--- src/touch_frame_pkg.sv ---
`default_nettype none

package touch_frame_pkg;

	// coordinate and pressure width from the touch controller
	localparam int unsigned COORD_W = 12;

	// raw readings at the panel's left and top edges
	localparam logic [COORD_W-1:0] X_OFFSET = COORD_W'(150);
	localparam logic [COORD_W-1:0] Y_OFFSET = COORD_W'(300);

	// raw to pixel scale
	localparam int unsigned COORD_SHIFT = 2;

	// pressure of 256 or more means a finger is down
	localparam int unsigned Z_SHIFT = 8;

	// debounce lengths, in frames
	localparam int unsigned PRESS_FRAMES = 3;
	localparam int unsigned RELEASE_FRAMES = 2;
	localparam int unsigned CNT_W = 2;

	// backlight duty
	localparam int unsigned DUTY_W = 8;
	localparam logic [DUTY_W-1:0] DUTY_FULL = DUTY_W'(255);
	localparam logic [DUTY_W-1:0] FADE_STEP = DUTY_W'(4);

	typedef enum logic [1:0] {
		TOUCH_IDLE    = 2'd0,
		TOUCH_ARMING  = 2'd1,
		TOUCH_HELD    = 2'd2,
		TOUCH_LEAVING = 2'd3
	} touch_state_t;

endpackage

`default_nettype wire

--- src/backlight_fader.sv ---
`timescale 1ns/1ps
`default_nettype none

module backlight_fader (
	input  logic tft_new_frame,
	input  logic rst_n,
	input  logic pressed,
	input  logic [touch_frame_pkg::DUTY_W-1:0] duty_target,
	output logic [touch_frame_pkg::DUTY_W-1:0] backlight_duty
);

	logic [touch_frame_pkg::DUTY_W-1:0] target;
	logic [touch_frame_pkg::DUTY_W-1:0] distance;
	logic [touch_frame_pkg::DUTY_W-1:0] next_duty;
	logic going_up;

	// full brightness overrides the switches while held
	assign target = pressed ? touch_frame_pkg::DUTY_FULL : duty_target;

	assign going_up = (target > backlight_duty);

	always_comb begin
		if (going_up) begin
			distance = target - backlight_duty;
		end else begin
			distance = backlight_duty - target;
		end
	end

	// close enough, snap; otherwise one step toward the target
	always_comb begin
		if (distance <= touch_frame_pkg::FADE_STEP) begin
			next_duty = target;
		end else if (going_up) begin
			next_duty = backlight_duty + touch_frame_pkg::FADE_STEP;
		end else begin
			next_duty = backlight_duty - touch_frame_pkg::FADE_STEP;
		end
	end

	always_ff @(posedge tft_new_frame) begin
		if (!rst_n) begin
			backlight_duty <= '0;
		end else begin
			backlight_duty <= next_duty;
		end
	end

endmodule

`default_nettype wire

--- src/touch_calibrate.sv ---
`timescale 1ns/1ps
`default_nettype none

module touch_calibrate (
	input  logic tft_new_frame,
	input  logic rst_n,
	input  logic [touch_frame_pkg::COORD_W-1:0] touch_x,
	input  logic [touch_frame_pkg::COORD_W-1:0] touch_y,
	input  logic [touch_frame_pkg::COORD_W-1:0] touch_z,
	output logic [touch_frame_pkg::COORD_W-1:0] cal_x,
	output logic [touch_frame_pkg::COORD_W-1:0] cal_y,
	output logic contact
);

	// subtract the edge offset, floor at zero, then scale to pixels
	function automatic logic [touch_frame_pkg::COORD_W-1:0] clamp_scale(
		input logic [touch_frame_pkg::COORD_W-1:0] raw,
		input logic [touch_frame_pkg::COORD_W-1:0] offset
	);
		logic [touch_frame_pkg::COORD_W-1:0] diff;
		if (raw < offset) begin
			diff = '0;
		end else begin
			diff = raw - offset;
		end
		return diff >> touch_frame_pkg::COORD_SHIFT;
	endfunction

	logic [touch_frame_pkg::COORD_W-1:0] x_scaled;
	logic [touch_frame_pkg::COORD_W-1:0] y_scaled;
	logic z_over;

	always_comb begin
		x_scaled = clamp_scale(touch_x, touch_frame_pkg::X_OFFSET);
		y_scaled = clamp_scale(touch_y, touch_frame_pkg::Y_OFFSET);
	end

	// only the high bits of pressure matter
	assign z_over = ((touch_z >> touch_frame_pkg::Z_SHIFT) != '0);

	// one register stage per frame
	always_ff @(posedge tft_new_frame) begin
		if (!rst_n) begin
			cal_x   <= '0;
			cal_y   <= '0;
			contact <= 1'b0;
		end else begin
			cal_x   <= x_scaled;
			cal_y   <= y_scaled;
			contact <= z_over;
		end
	end

endmodule

`default_nettype wire

--- src/touch_frame_top.sv ---
`timescale 1ns/1ps
`default_nettype none

module touch_frame_top (
	input  logic tft_new_frame,
	input  logic rst_n,
	input  logic [touch_frame_pkg::COORD_W-1:0] touch_x,
	input  logic [touch_frame_pkg::COORD_W-1:0] touch_y,
	input  logic [touch_frame_pkg::COORD_W-1:0] touch_z,
	input  logic [touch_frame_pkg::DUTY_W-1:0] duty_target,
	output logic pressed,
	output logic press_pulse,
	output logic release_pulse,
	output logic [touch_frame_pkg::COORD_W-1:0] locked_x,
	output logic [touch_frame_pkg::COORD_W-1:0] locked_y,
	output logic [touch_frame_pkg::DUTY_W-1:0] backlight_duty
);

	// calibrated stage outputs
	logic [touch_frame_pkg::COORD_W-1:0] cal_x;
	logic [touch_frame_pkg::COORD_W-1:0] cal_y;
	logic contact;

	touch_calibrate u_calibrate (
		.tft_new_frame (tft_new_frame),
		.rst_n         (rst_n),
		.touch_x       (touch_x),
		.touch_y       (touch_y),
		.touch_z       (touch_z),
		.cal_x         (cal_x),
		.cal_y         (cal_y),
		.contact       (contact)
	);

	touch_tracker u_tracker (
		.tft_new_frame (tft_new_frame),
		.rst_n         (rst_n),
		.contact       (contact),
		.cal_x         (cal_x),
		.cal_y         (cal_y),
		.pressed       (pressed),
		.press_pulse   (press_pulse),
		.release_pulse (release_pulse),
		.locked_x      (locked_x),
		.locked_y      (locked_y)
	);

	// the fader sees pressed straight from the tracker
	backlight_fader u_fader (
		.tft_new_frame  (tft_new_frame),
		.rst_n          (rst_n),
		.pressed        (pressed),
		.duty_target    (duty_target),
		.backlight_duty (backlight_duty)
	);

endmodule

`default_nettype wire

--- src/touch_tracker.sv ---
`timescale 1ns/1ps
`default_nettype none

module touch_tracker (
	input  logic tft_new_frame,
	input  logic rst_n,
	input  logic contact,
	input  logic [touch_frame_pkg::COORD_W-1:0] cal_x,
	input  logic [touch_frame_pkg::COORD_W-1:0] cal_y,
	output logic pressed,
	output logic press_pulse,
	output logic release_pulse,
	output logic [touch_frame_pkg::COORD_W-1:0] locked_x,
	output logic [touch_frame_pkg::COORD_W-1:0] locked_y
);

	localparam logic [touch_frame_pkg::CNT_W-1:0] PRESS_LAST =
		touch_frame_pkg::CNT_W'(touch_frame_pkg::PRESS_FRAMES - 1);
	localparam logic [touch_frame_pkg::CNT_W-1:0] RELEASE_LAST =
		touch_frame_pkg::CNT_W'(touch_frame_pkg::RELEASE_FRAMES - 1);
	localparam logic [touch_frame_pkg::CNT_W-1:0] CNT_ONE =
		touch_frame_pkg::CNT_W'(1);

	touch_frame_pkg::touch_state_t state;
	touch_frame_pkg::touch_state_t next_state;

	logic [touch_frame_pkg::CNT_W-1:0] cnt;
	logic [touch_frame_pkg::CNT_W-1:0] next_cnt;
	logic next_press;
	logic next_release;

	// next state, counter and event decode
	always_comb begin
		next_state   = state;
		next_cnt     = cnt;
		next_press   = 1'b0;
		next_release = 1'b0;

		case (state)
			touch_frame_pkg::TOUCH_IDLE: begin
				if (contact) begin
					next_state = touch_frame_pkg::TOUCH_ARMING;
					next_cnt   = CNT_ONE;
				end else begin
					next_cnt = '0;
				end
			end

			touch_frame_pkg::TOUCH_ARMING: begin
				if (!contact) begin
					// glitch, never confirmed
					next_state = touch_frame_pkg::TOUCH_IDLE;
					next_cnt   = '0;
				end else if (cnt == PRESS_LAST) begin
					next_state = touch_frame_pkg::TOUCH_HELD;
					next_cnt   = '0;
					next_press = 1'b1;
				end else begin
					next_cnt = cnt + CNT_ONE;
				end
			end

			touch_frame_pkg::TOUCH_HELD: begin
				if (!contact) begin
					next_state = touch_frame_pkg::TOUCH_LEAVING;
					next_cnt   = CNT_ONE;
				end
			end

			touch_frame_pkg::TOUCH_LEAVING: begin
				if (contact) begin
					// contact came back before release was confirmed
					next_state = touch_frame_pkg::TOUCH_HELD;
					next_cnt   = '0;
				end else if (cnt == RELEASE_LAST) begin
					next_state   = touch_frame_pkg::TOUCH_IDLE;
					next_cnt     = '0;
					next_release = 1'b1;
				end else begin
					next_cnt = cnt + CNT_ONE;
				end
			end

			default: begin
				next_state = touch_frame_pkg::TOUCH_IDLE;
				next_cnt   = '0;
			end
		endcase
	end

	always_ff @(posedge tft_new_frame) begin
		if (!rst_n) begin
			state         <= touch_frame_pkg::TOUCH_IDLE;
			cnt           <= '0;
			press_pulse   <= 1'b0;
			release_pulse <= 1'b0;
		end else begin
			state         <= next_state;
			cnt           <= next_cnt;
			press_pulse   <= next_press;
			release_pulse <= next_release;
		end
	end

	// coordinates follow every frame that lands in HELD
	always_ff @(posedge tft_new_frame) begin
		if (!rst_n) begin
			locked_x <= '0;
			locked_y <= '0;
		end else if (next_state == touch_frame_pkg::TOUCH_HELD) begin
			locked_x <= cal_x;
			locked_y <= cal_y;
		end
	end

	// still pressed while leaving, release is not confirmed yet
	assign pressed = (state == touch_frame_pkg::TOUCH_HELD) ||
		(state == touch_frame_pkg::TOUCH_LEAVING);

endmodule

`default_nettype wire
--- config.mk ---
export PLATFORM = sky130hd
export DESIGN_NAME = touch_frame_top
export DESIGN_NICKNAME = d
export VERILOG_FILES = /design/src/touch_frame_pkg.sv /design/src/backlight_fader.sv /design/src/touch_calibrate.sv /design/src/touch_frame_top.sv /design/src/touch_tracker.sv
export SDC_FILE = /design/constraint.sdc
export NUM_CORES = 1
export LEC_CHECK = 0
export BUFFER_PORTS_ARGS = -buffer_cell sky130_fd_sc_hd__buf_4
export CAP_MARGIN = 25
export CORE_MARGIN = 5
export CORE_UTILIZATION = 47
export DETAILED_ROUTE_END_ITERATION = 12
export PLACE_DENSITY = 0.72
export RECOVER_POWER = 25
export SLEW_MARGIN = 20
export SYNTH_ARGS = -nofsm -noshare
export SYNTH_HDL_FRONTEND = slang
export SYNTH_SLANG_ARGS = --single-unit
--- constraint.sdc ---
create_clock -name tft_new_frame -period 7.7 [get_ports tft_new_frame]
set_clock_uncertainty 0.15 [all_clocks]
set_input_delay 1.54 -clock tft_new_frame [delete_from_list [all_inputs] [get_ports tft_new_frame]]
set_output_delay 1.54 -clock tft_new_frame [all_outputs]
set_load 0.005 [all_outputs]
==> results.txt, run 1 <==
The flow ran to the end, and the final reports show no timing, DRC or antenna violations. The transition time at the pin with the least slew margin came out at 1.02 ns. Once routing completed, OpenROAD measured the worst setup slack at 2.96 ns.

The required time at the endpoint of the critical path came out at 7.76 ns. The maximum fanout along the worst path is 9. Dividing the detail-routed wire length by the instance count gives ~13 um. The mean post-synth cell area came out at 8.22 um^2.

In the global route stage, met1 resource usage came out at between 10% and 20%. The final layout net count came out at 499. The final hold violation count is 0. The via count of the first global-routing pass came to 2607.

The number of port buffers is 65. Hold repair after CTS inserted 0 buffers. The count of mapped cells out of synthesis is 372. The post-synthesis cell area is 3060 um^2. The critical path in this run is classified as in -> reg. The width of the die came out at approximately 90 um. The layer with the highest usage after global routing is met2. The final routed wirelength across all metal layers is 6.47 mm. The longest clock path from root to sink contains 2 buffers. The vertical die dimension came out at 90.7 um.

The starting density of the core came out at 48.2%. STA classifies the critical path endpoint as a register. The number of standard-cell rows in the floorplan came out at 29. The final core utilization came out at 57.7%. The total iterations of the first detailed-routing run is 4. Data arrives at the worst endpoint at 4.80 ns. Adding up every negative setup slack in the final design gives 0 ns.

In the global route stage, met3 resource usage came out at 3.50%. By area the synthesized netlist is led by dfxtp_1, ha_1, nand2_1. The area of the core is 6350 um^2. The synthesized design contains 55 register bits.

Across the VDD grid, the largest voltage drop is 152 uV. Power spread over the standard cell area amounts to ~250 nW/um^2. 81 I/O pins were placed. For this run, global-route usage on met2 was measured as between 20 and 30%.

The area of the die is 8220 um^2. Summed over all cells, the static leakage comes to 1.63 nW. The sequential-to-total area share from yosys stat came out at 36.0%. The latest clock arrival within the worst-skew pair came out at 0.31 ns.

The portion of the clock cycle consumed by the worst path in the final layout is between 60% and 70%. Of all flip-flops after synthesis, the portion carrying an async set or reset was 0%. The average via count per standard cell is a little over 5.

The number of enable-type register cells in the synthesized netlist is 0. Setup repair after global routing left no endpoint under its margin. At the end of routability-driven placement, the weighted congestion stood at ~0.83. Yosys mapped the design onto 50 distinct sky130hd cell types. The via count came out at about 2600. In this run the biggest area consumer among cell types represents 36.0% of the synthesized area.

STA classifies the critical path startpoint as an input port. The tightest slew margin relative to the limit came out at 32.3%. The largest net degree at the start of global routing came out at 27.

The number of levels the H-tree was split into is 2. The fraction of layout instances using a drive strength above 1 is between 20% and 30%. From synthesis to final layout, the design area changed by 19.7%. The number of setup violations in the final report is 0. The dominant register cell in the synthesized netlist is dfxtp_1. The Yosys warning count came out at 0. Across every metal layer, demand over resource in global routing totals 16.0%. The maximum operating frequency is 211 MHz. The root buffer cell chosen for the clock tree is clkbuf_8. The count of antenna-violating nets left after detailed routing came out at 0.

The tightest min-delay check is of the reg -> reg type. The number of antenna violations at the first check in global routing is 0. The placed wire-length estimate after detailed placement is between 5 and 6 mm. The repair_antennas step left the layout with diodes totalling 0.

The wire length of the first global-routing pass is 11.2 mm. The number of maximum-capacitance constraint violations came out at 0. The most area-hungry cell type in the Yosys netlist is dfxtp_1. Gates resized during post-CTS repair numbered 0. The max-slew violation total from the final report is 0. Clock-pin slew was measured on the worst setup and hold paths at ~0.11 ns. The count of unresolved DRC violations after routing is 0. The worst slack after detailed placement is 2.64 ns.

The shortest clock period the worst path allows after layout is 4.74 ns. Summed over all layers, the global routing overflow is 0. The clock sink count is 55. The number of buffers inserted during clock tree synthesis is 5. TritonCTS built the clock tree.

The number of setup buffers added after CTS came out at 0. The number of DRC markers in iteration 0 is 53.
==> sequential cells by signal, summed over array words and instances, names as in the netlist, 2 cells and up <==
signal and count:
u_calibrate.cal_x 10, u_calibrate.cal_y 10, u_tracker.locked_x 10, u_tracker.locked_y 10
u_fader.backlight_duty 8, u_tracker.cnt 2, u_tracker.state 2
==> power breakdown <==
part | internal, W | switching, W | leakage, nW
Combinational | 0.000191 | 0.000212 | 1.13
Sequential | 0.000309 | 0.0000225 | 0.451
Clock | 0.0000670 | 0.000101 | 0.0463
==> layout by cell type, fill, tap and decap left out, types with 5 or more instances in the layout <==
| master | count |
|---|---|
| or2_2 | 6 |
| nor3_1 | 8 |
| buf_4 | 46 |
| nand2_1 | 62 |
| dfxtp_1 | 55 |
| o21ai_0 | 7 |
| a31oi_1 | 5 |
| mux2i_1 | 9 |
| nor2b_1 | 7 |
| inv_1 | 24 |
| clkbuf_4 | 18 |
| clkbuf_8 | 5 |
| or3_1 | 5 |
| a21oi_1 | 33 |
| xnor2_1 | 12 |
| xor2_1 | 9 |
| nor2_1 | 42 |
| ha_1 | 21 |
==> final timing paths <==
| path | startpoint | endpoint | slack [ns] | depth (start not counted) |
|---|---|---|---|---|
| worst max-delay path | duty_target[1] | u_fader.backlight_duty[7] | 2.96 | 15 |
| worst min-delay path | u_calibrate.cal_y[0] | u_tracker.locked_y[0] | 0.29 | 2 |
| worst max register to register | u_tracker.state[1] | u_fader.backlight_duty[7] | 3.64 | 14 |
| worst min register to register | u_calibrate.cal_y[0] | u_tracker.locked_y[0] | 0.29 | 2 |
==> worst max-delay path, stage by stage <==
cell and delay, ns:
buf_4 0.10, or2_2 0.29, ha_1 0.34, nor2b_1 0.18
o211ai_1 0.22, a211oi_1 0.15, o31ai_4 0.47, ha_1 0.34
a21o_1 0.18, a21oi_1 0.24, o21bai_1 0.09, a21oi_1 0.18
xnor2_1 0.16, o221ai_1 0.15, o311a_1 0.15
==> cell usage after synthesis, types with 2 or more instances <==
library cell,number
nand2_1,62
dfxtp_1,55
nor2_1,42
a21oi_1,33
inv_1,24
ha_1,21
xnor2_1,12
clkbuf_1,11
mux2i_1,9
xor2_1,9
nor3_1,8
o21ai_0,8
nor2b_1,7
or2_2,6
a31oi_1,5
or3_1,5
a21o_1,4
buf_4,4
nand3b_1,4
nor4_1,3
o21a_1,3
o311a_1,3
and2_1,2
buf_2,2
nand2b_1,2
o21bai_1,2
o31a_1,2
o31ai_4,2
==> cells by family after synthesis <==
group / after synthesis / share of synthesized area [%]
flops: 55 / 36.0
buf+inv: 43 / 6.10
simple gates: 147 / 22.0
other cells: 1 / 0.123
xor+xnor: 21 / 6.01
compound gates: 73 / 16.9
fa+ha+maj: 22 / 9.25
mux: 10 / 3.68
==> routing by layer <==
layer  routed length [um]  vias to the layer above  share of wire [%]
li1                     -                     1351                  -
met1                 2840                     1182                 44
met2                 3300                       58                 51
met3                  260                        6                4.0
met4                   68                        0                1.1
met5                    0                        -                  0
==> through the flow <==
| stage | instances | power [W] | hold slack, ns | cell area [um^2] |
|---|---|---|---|---|
| 4_1_cts | 509 | 0.000911 | 0.282 | 3670 |
| 6_report | 509 | 0.000903 | 0.290 | 3660 |
| 5_1_grt | 509 | 0.000975 | 0.310 | 3660 |
| 2_1_floorplan | 375 | 0.000648 | 0.267 | 3070 |
| 3_3_place_gp | 501 | 0.000728 | 0.269 | 3580 |
| 3_5_place_dp | 501 | 0.000741 | 0.275 | 3580 |
==> cell type report <==
cell class                 count  area [um^2]
multi-input combinational    277         1780
sequential                    55         1100
fill                         599         2690
inverter                      25         93.8
clock buffer                   5         68.8
timing repair buffer          67          492
clock inverter                 3         27.5
tap                           77         96.3
Power figures use the tool's default switching activity.
==> run 2: changes to the inputs <==
Settings changed: PLACE_DENSITY 0.72 to 0.75.
Clock period 7.7 ns to 4.28 ns, I/O delays scaled along.
==> run 2 against run 1 <==
Global-route usage decreased by 0.67 points. Design area increased by 0.99%. Cell count grew 0.98%. Routed wire length shrank 0.53%. Sequential cell count unchanged. Via count decreased by 0.23%. Count of clock-buffer cells in the layout rose by 1. Combinational power increased by 86%. Total power increased by 83%. Setup slack worse by 2.6 ns. Critical path type unchanged.
==> results.txt, run 2 (synthesis results as in run 1) <==
The flow ran to the end, and the final reports show no timing, DRC or antenna violations. The global router's overall resource usage came out at 15.3%. The total net switching power came out at between 0.0006 and 0.0007 W. Relative to the synthesized area, the layout overhead comes to 20.9%. The library cell used most frequently in the layout, excluding fill and tap cells, is nand2_1. The switching part of the total came out at 36.3%. The max-slew violation total from the final report was 0.

In this run the core area contains 29 standard-cell rows. The placed wire-length estimate after detailed placement came out at 5.01 mm. In this run the remaining antenna-violating nets after routing total 0. The transition time at the pin with the least slew margin came out at around 1 ns. The area of the multi-input gates is 1780 um^2. The worst setup path is launched from an input port. The portion of the clock cycle consumed by the worst path in the final layout is around nine tenths. The number of antenna violations at the first check in global routing came out at 0. The total iterations of the first detailed-routing run is 4. The number of setup buffers added after CTS came out at 0.

The flip-flop and latch area came out at 1100 um^2. The width of the die is approximately 91 um. The largest net degree at the start of global routing is 27. The global placer's final weighted congestion came out at slightly below 0.8. The delay contributed by the slowest stage of the critical path came out at 0.40 ns. The final standard cell area without fillers came out at 3700 um^2.

The quantity of gates resized following cts came out at 0. The number of filler instances in the final layout is about 570. In the layout the commonest cells are nand2_1, dfxtp_1, buf_4, nor2_1, a21oi_1. The combinational share of power came out at 45.2%. The count of unresolved DRC violations after routing came out at 0. For this block, the routed nets add up to 6.44 mm of wire. The area of the core is approximately 6300 um^2.

The vertical die dimension is 90.7 um. The routed length per instance is around 13 um. For the finished layout, the period the worst path requires is 3.89 ns.

In this run, post-CTS hold repair placed 0 buffers. The final hold violation count came out at 0. The count of pins on the block boundary came out at 81.

Data arrives at the worst endpoint at 3.94 ns. The fraction of layout instances using a drive strength above 1 is 21.1%. Setup repair after global routing left no endpoint under its margin. The post-route setup TNS is 0 ns.

The latest clock arrival within the worst-skew pair is about 0.3 ns. The static leakage came out at ~1.7 nW. The number of DRC markers in iteration 0 came out at 94. The final layout net count is 504.

The maximum operating frequency is between 200 and 300 MHz. The classification of the worst setup path is in -> reg. The clock transition at the registers of the reported paths came out at 0.10 ns. The largest vdd supply drop is about 260 uV. CTS built an H-tree with a depth of 2. The routed layout has between 2000 and 3000 vias. Clock tree synthesis found a total of 55 sinks. In this run the worst path has a maximum fanout of 9. The cell sitting at the root of the clock tree is a clkbuf_8. The tightest slew margin relative to the limit came out at 31.8%. 0 antenna diodes ended up in the layout. The via count of the first global-routing pass is around 2500. The number of buffers inserted during clock tree synthesis came out at 5.

The maximum buffer depth of the clock tree is 2. In this run the power density over the cells is 448 nW/um^2. The number of maximum-capacitance constraint violations is 0. On the critical path, the stage with the largest delay is an instance of ha_1. The worst hold-check path type is reg -> reg. After detailed routing, the number of vias per cell comes to 5.04. The area after detailed placement came out at 3610 um^2. The remaining global-route overflow is 0. Setup violations remaining at the end of the flow were counted as 0. STA classifies the critical path endpoint as a register. The number of port buffers is 65. The starting density of the core came out at 48.2%.

The area of the die came out at approximately 8200 um^2. The first global-routing pass estimated 10.7 mm of wire. The internal power is roughly 0.0011 W. Data on the critical path is required at its endpoint by around 4.3 ns. TritonCTS built the clock tree. The critical path goes through buf_4, or2_2, ha_1, a21o_1, nor3_1, a211oi_1, o31ai_4, ha_1, a21o_1, a21oi_1, o21bai_1, a21oi_1, xnor2_1, o221ai_1, o311a_1. Per report_power, the clock group accounts for 18.8% of the total. The register share of total power came out at 36.0%.
run 2: changes by cell type in the layout (fill, tap and decap cells not counted), sizes merged:
cell,previous run,this run
buf,46,51
clkbuf,26,27
clkinvlp,1,0
run 2: area by class of cell:
class / count / share of cell area [%]
inverter: 25 / 2.54
clock buffer: 6 / 2.23
multi-input combinational: 277 / 48.2
sequential: 55 / 29.8
tap: 77 / 2.61
clock inverter: 2 / 0.541
timing repair buffer: 72 / 14.1
run 2: power groups by stage:
| stage | clock network [W] | logic [W] | registers, W |
|---|---|---|---|
| after floorplan | 0 | 0.000567 | 0.000599 |
| after global placement | 0 | 0.000723 | 0.000606 |
| after detailed placement | 0 | 0.000745 | 0.000609 |
| after CTS | 0.000320 | 0.000752 | 0.000597 |
| after global routing | 0.000344 | 0.000831 | 0.000603 |
| final | 0.000311 | 0.000749 | 0.000597 |
run 2: critical path, delay by kind of cell:
kind,cells,cell delay (ns)
compound gates,9,1.64
fa+ha+maj,2,0.71
simple gates,2,0.45
xor+xnor,1,0.16
buf+inv,1,0.11
run 2: per-stage QoR:
step                hold WS [ns]  worst slack [ns]  power, W  utilization (%)  instances
finish                     0.289             0.388   0.00166             58.2        514
global placement           0.269             0.169   0.00133             56.9        506
CTS                        0.291             0.413   0.00167             58.5        514
global route               0.313             0.189   0.00178             58.2        514
detailed placement         0.276            0.0916   0.00135             56.9        506
floorplan                  0.267             0.331   0.00117                -        375
run 2: final timing paths:
check / startpoint / endpoint / slack [ns] / cells after the start
worst max-delay path: duty_target[3] / u_fader.backlight_duty[7] / 0.39 / 15
worst min-delay path: u_calibrate.cal_y[0] / u_tracker.locked_y[0] / 0.29 / 2
worst max register to register: u_tracker.state[1] / u_fader.backlight_duty[7] / 0.55 / 14
worst min register to register: u_calibrate.cal_y[0] / u_tracker.locked_y[0] / 0.29 / 2
run 2: metal layers:
layer	global-route usage [%]	up-vias	routed length, um
met4	4.96	0	88
met2	27.2	56	3180
met5	0	-	0
li1	-	1362	-
met3	4.33	9	343
met1	17.5	1164	2820
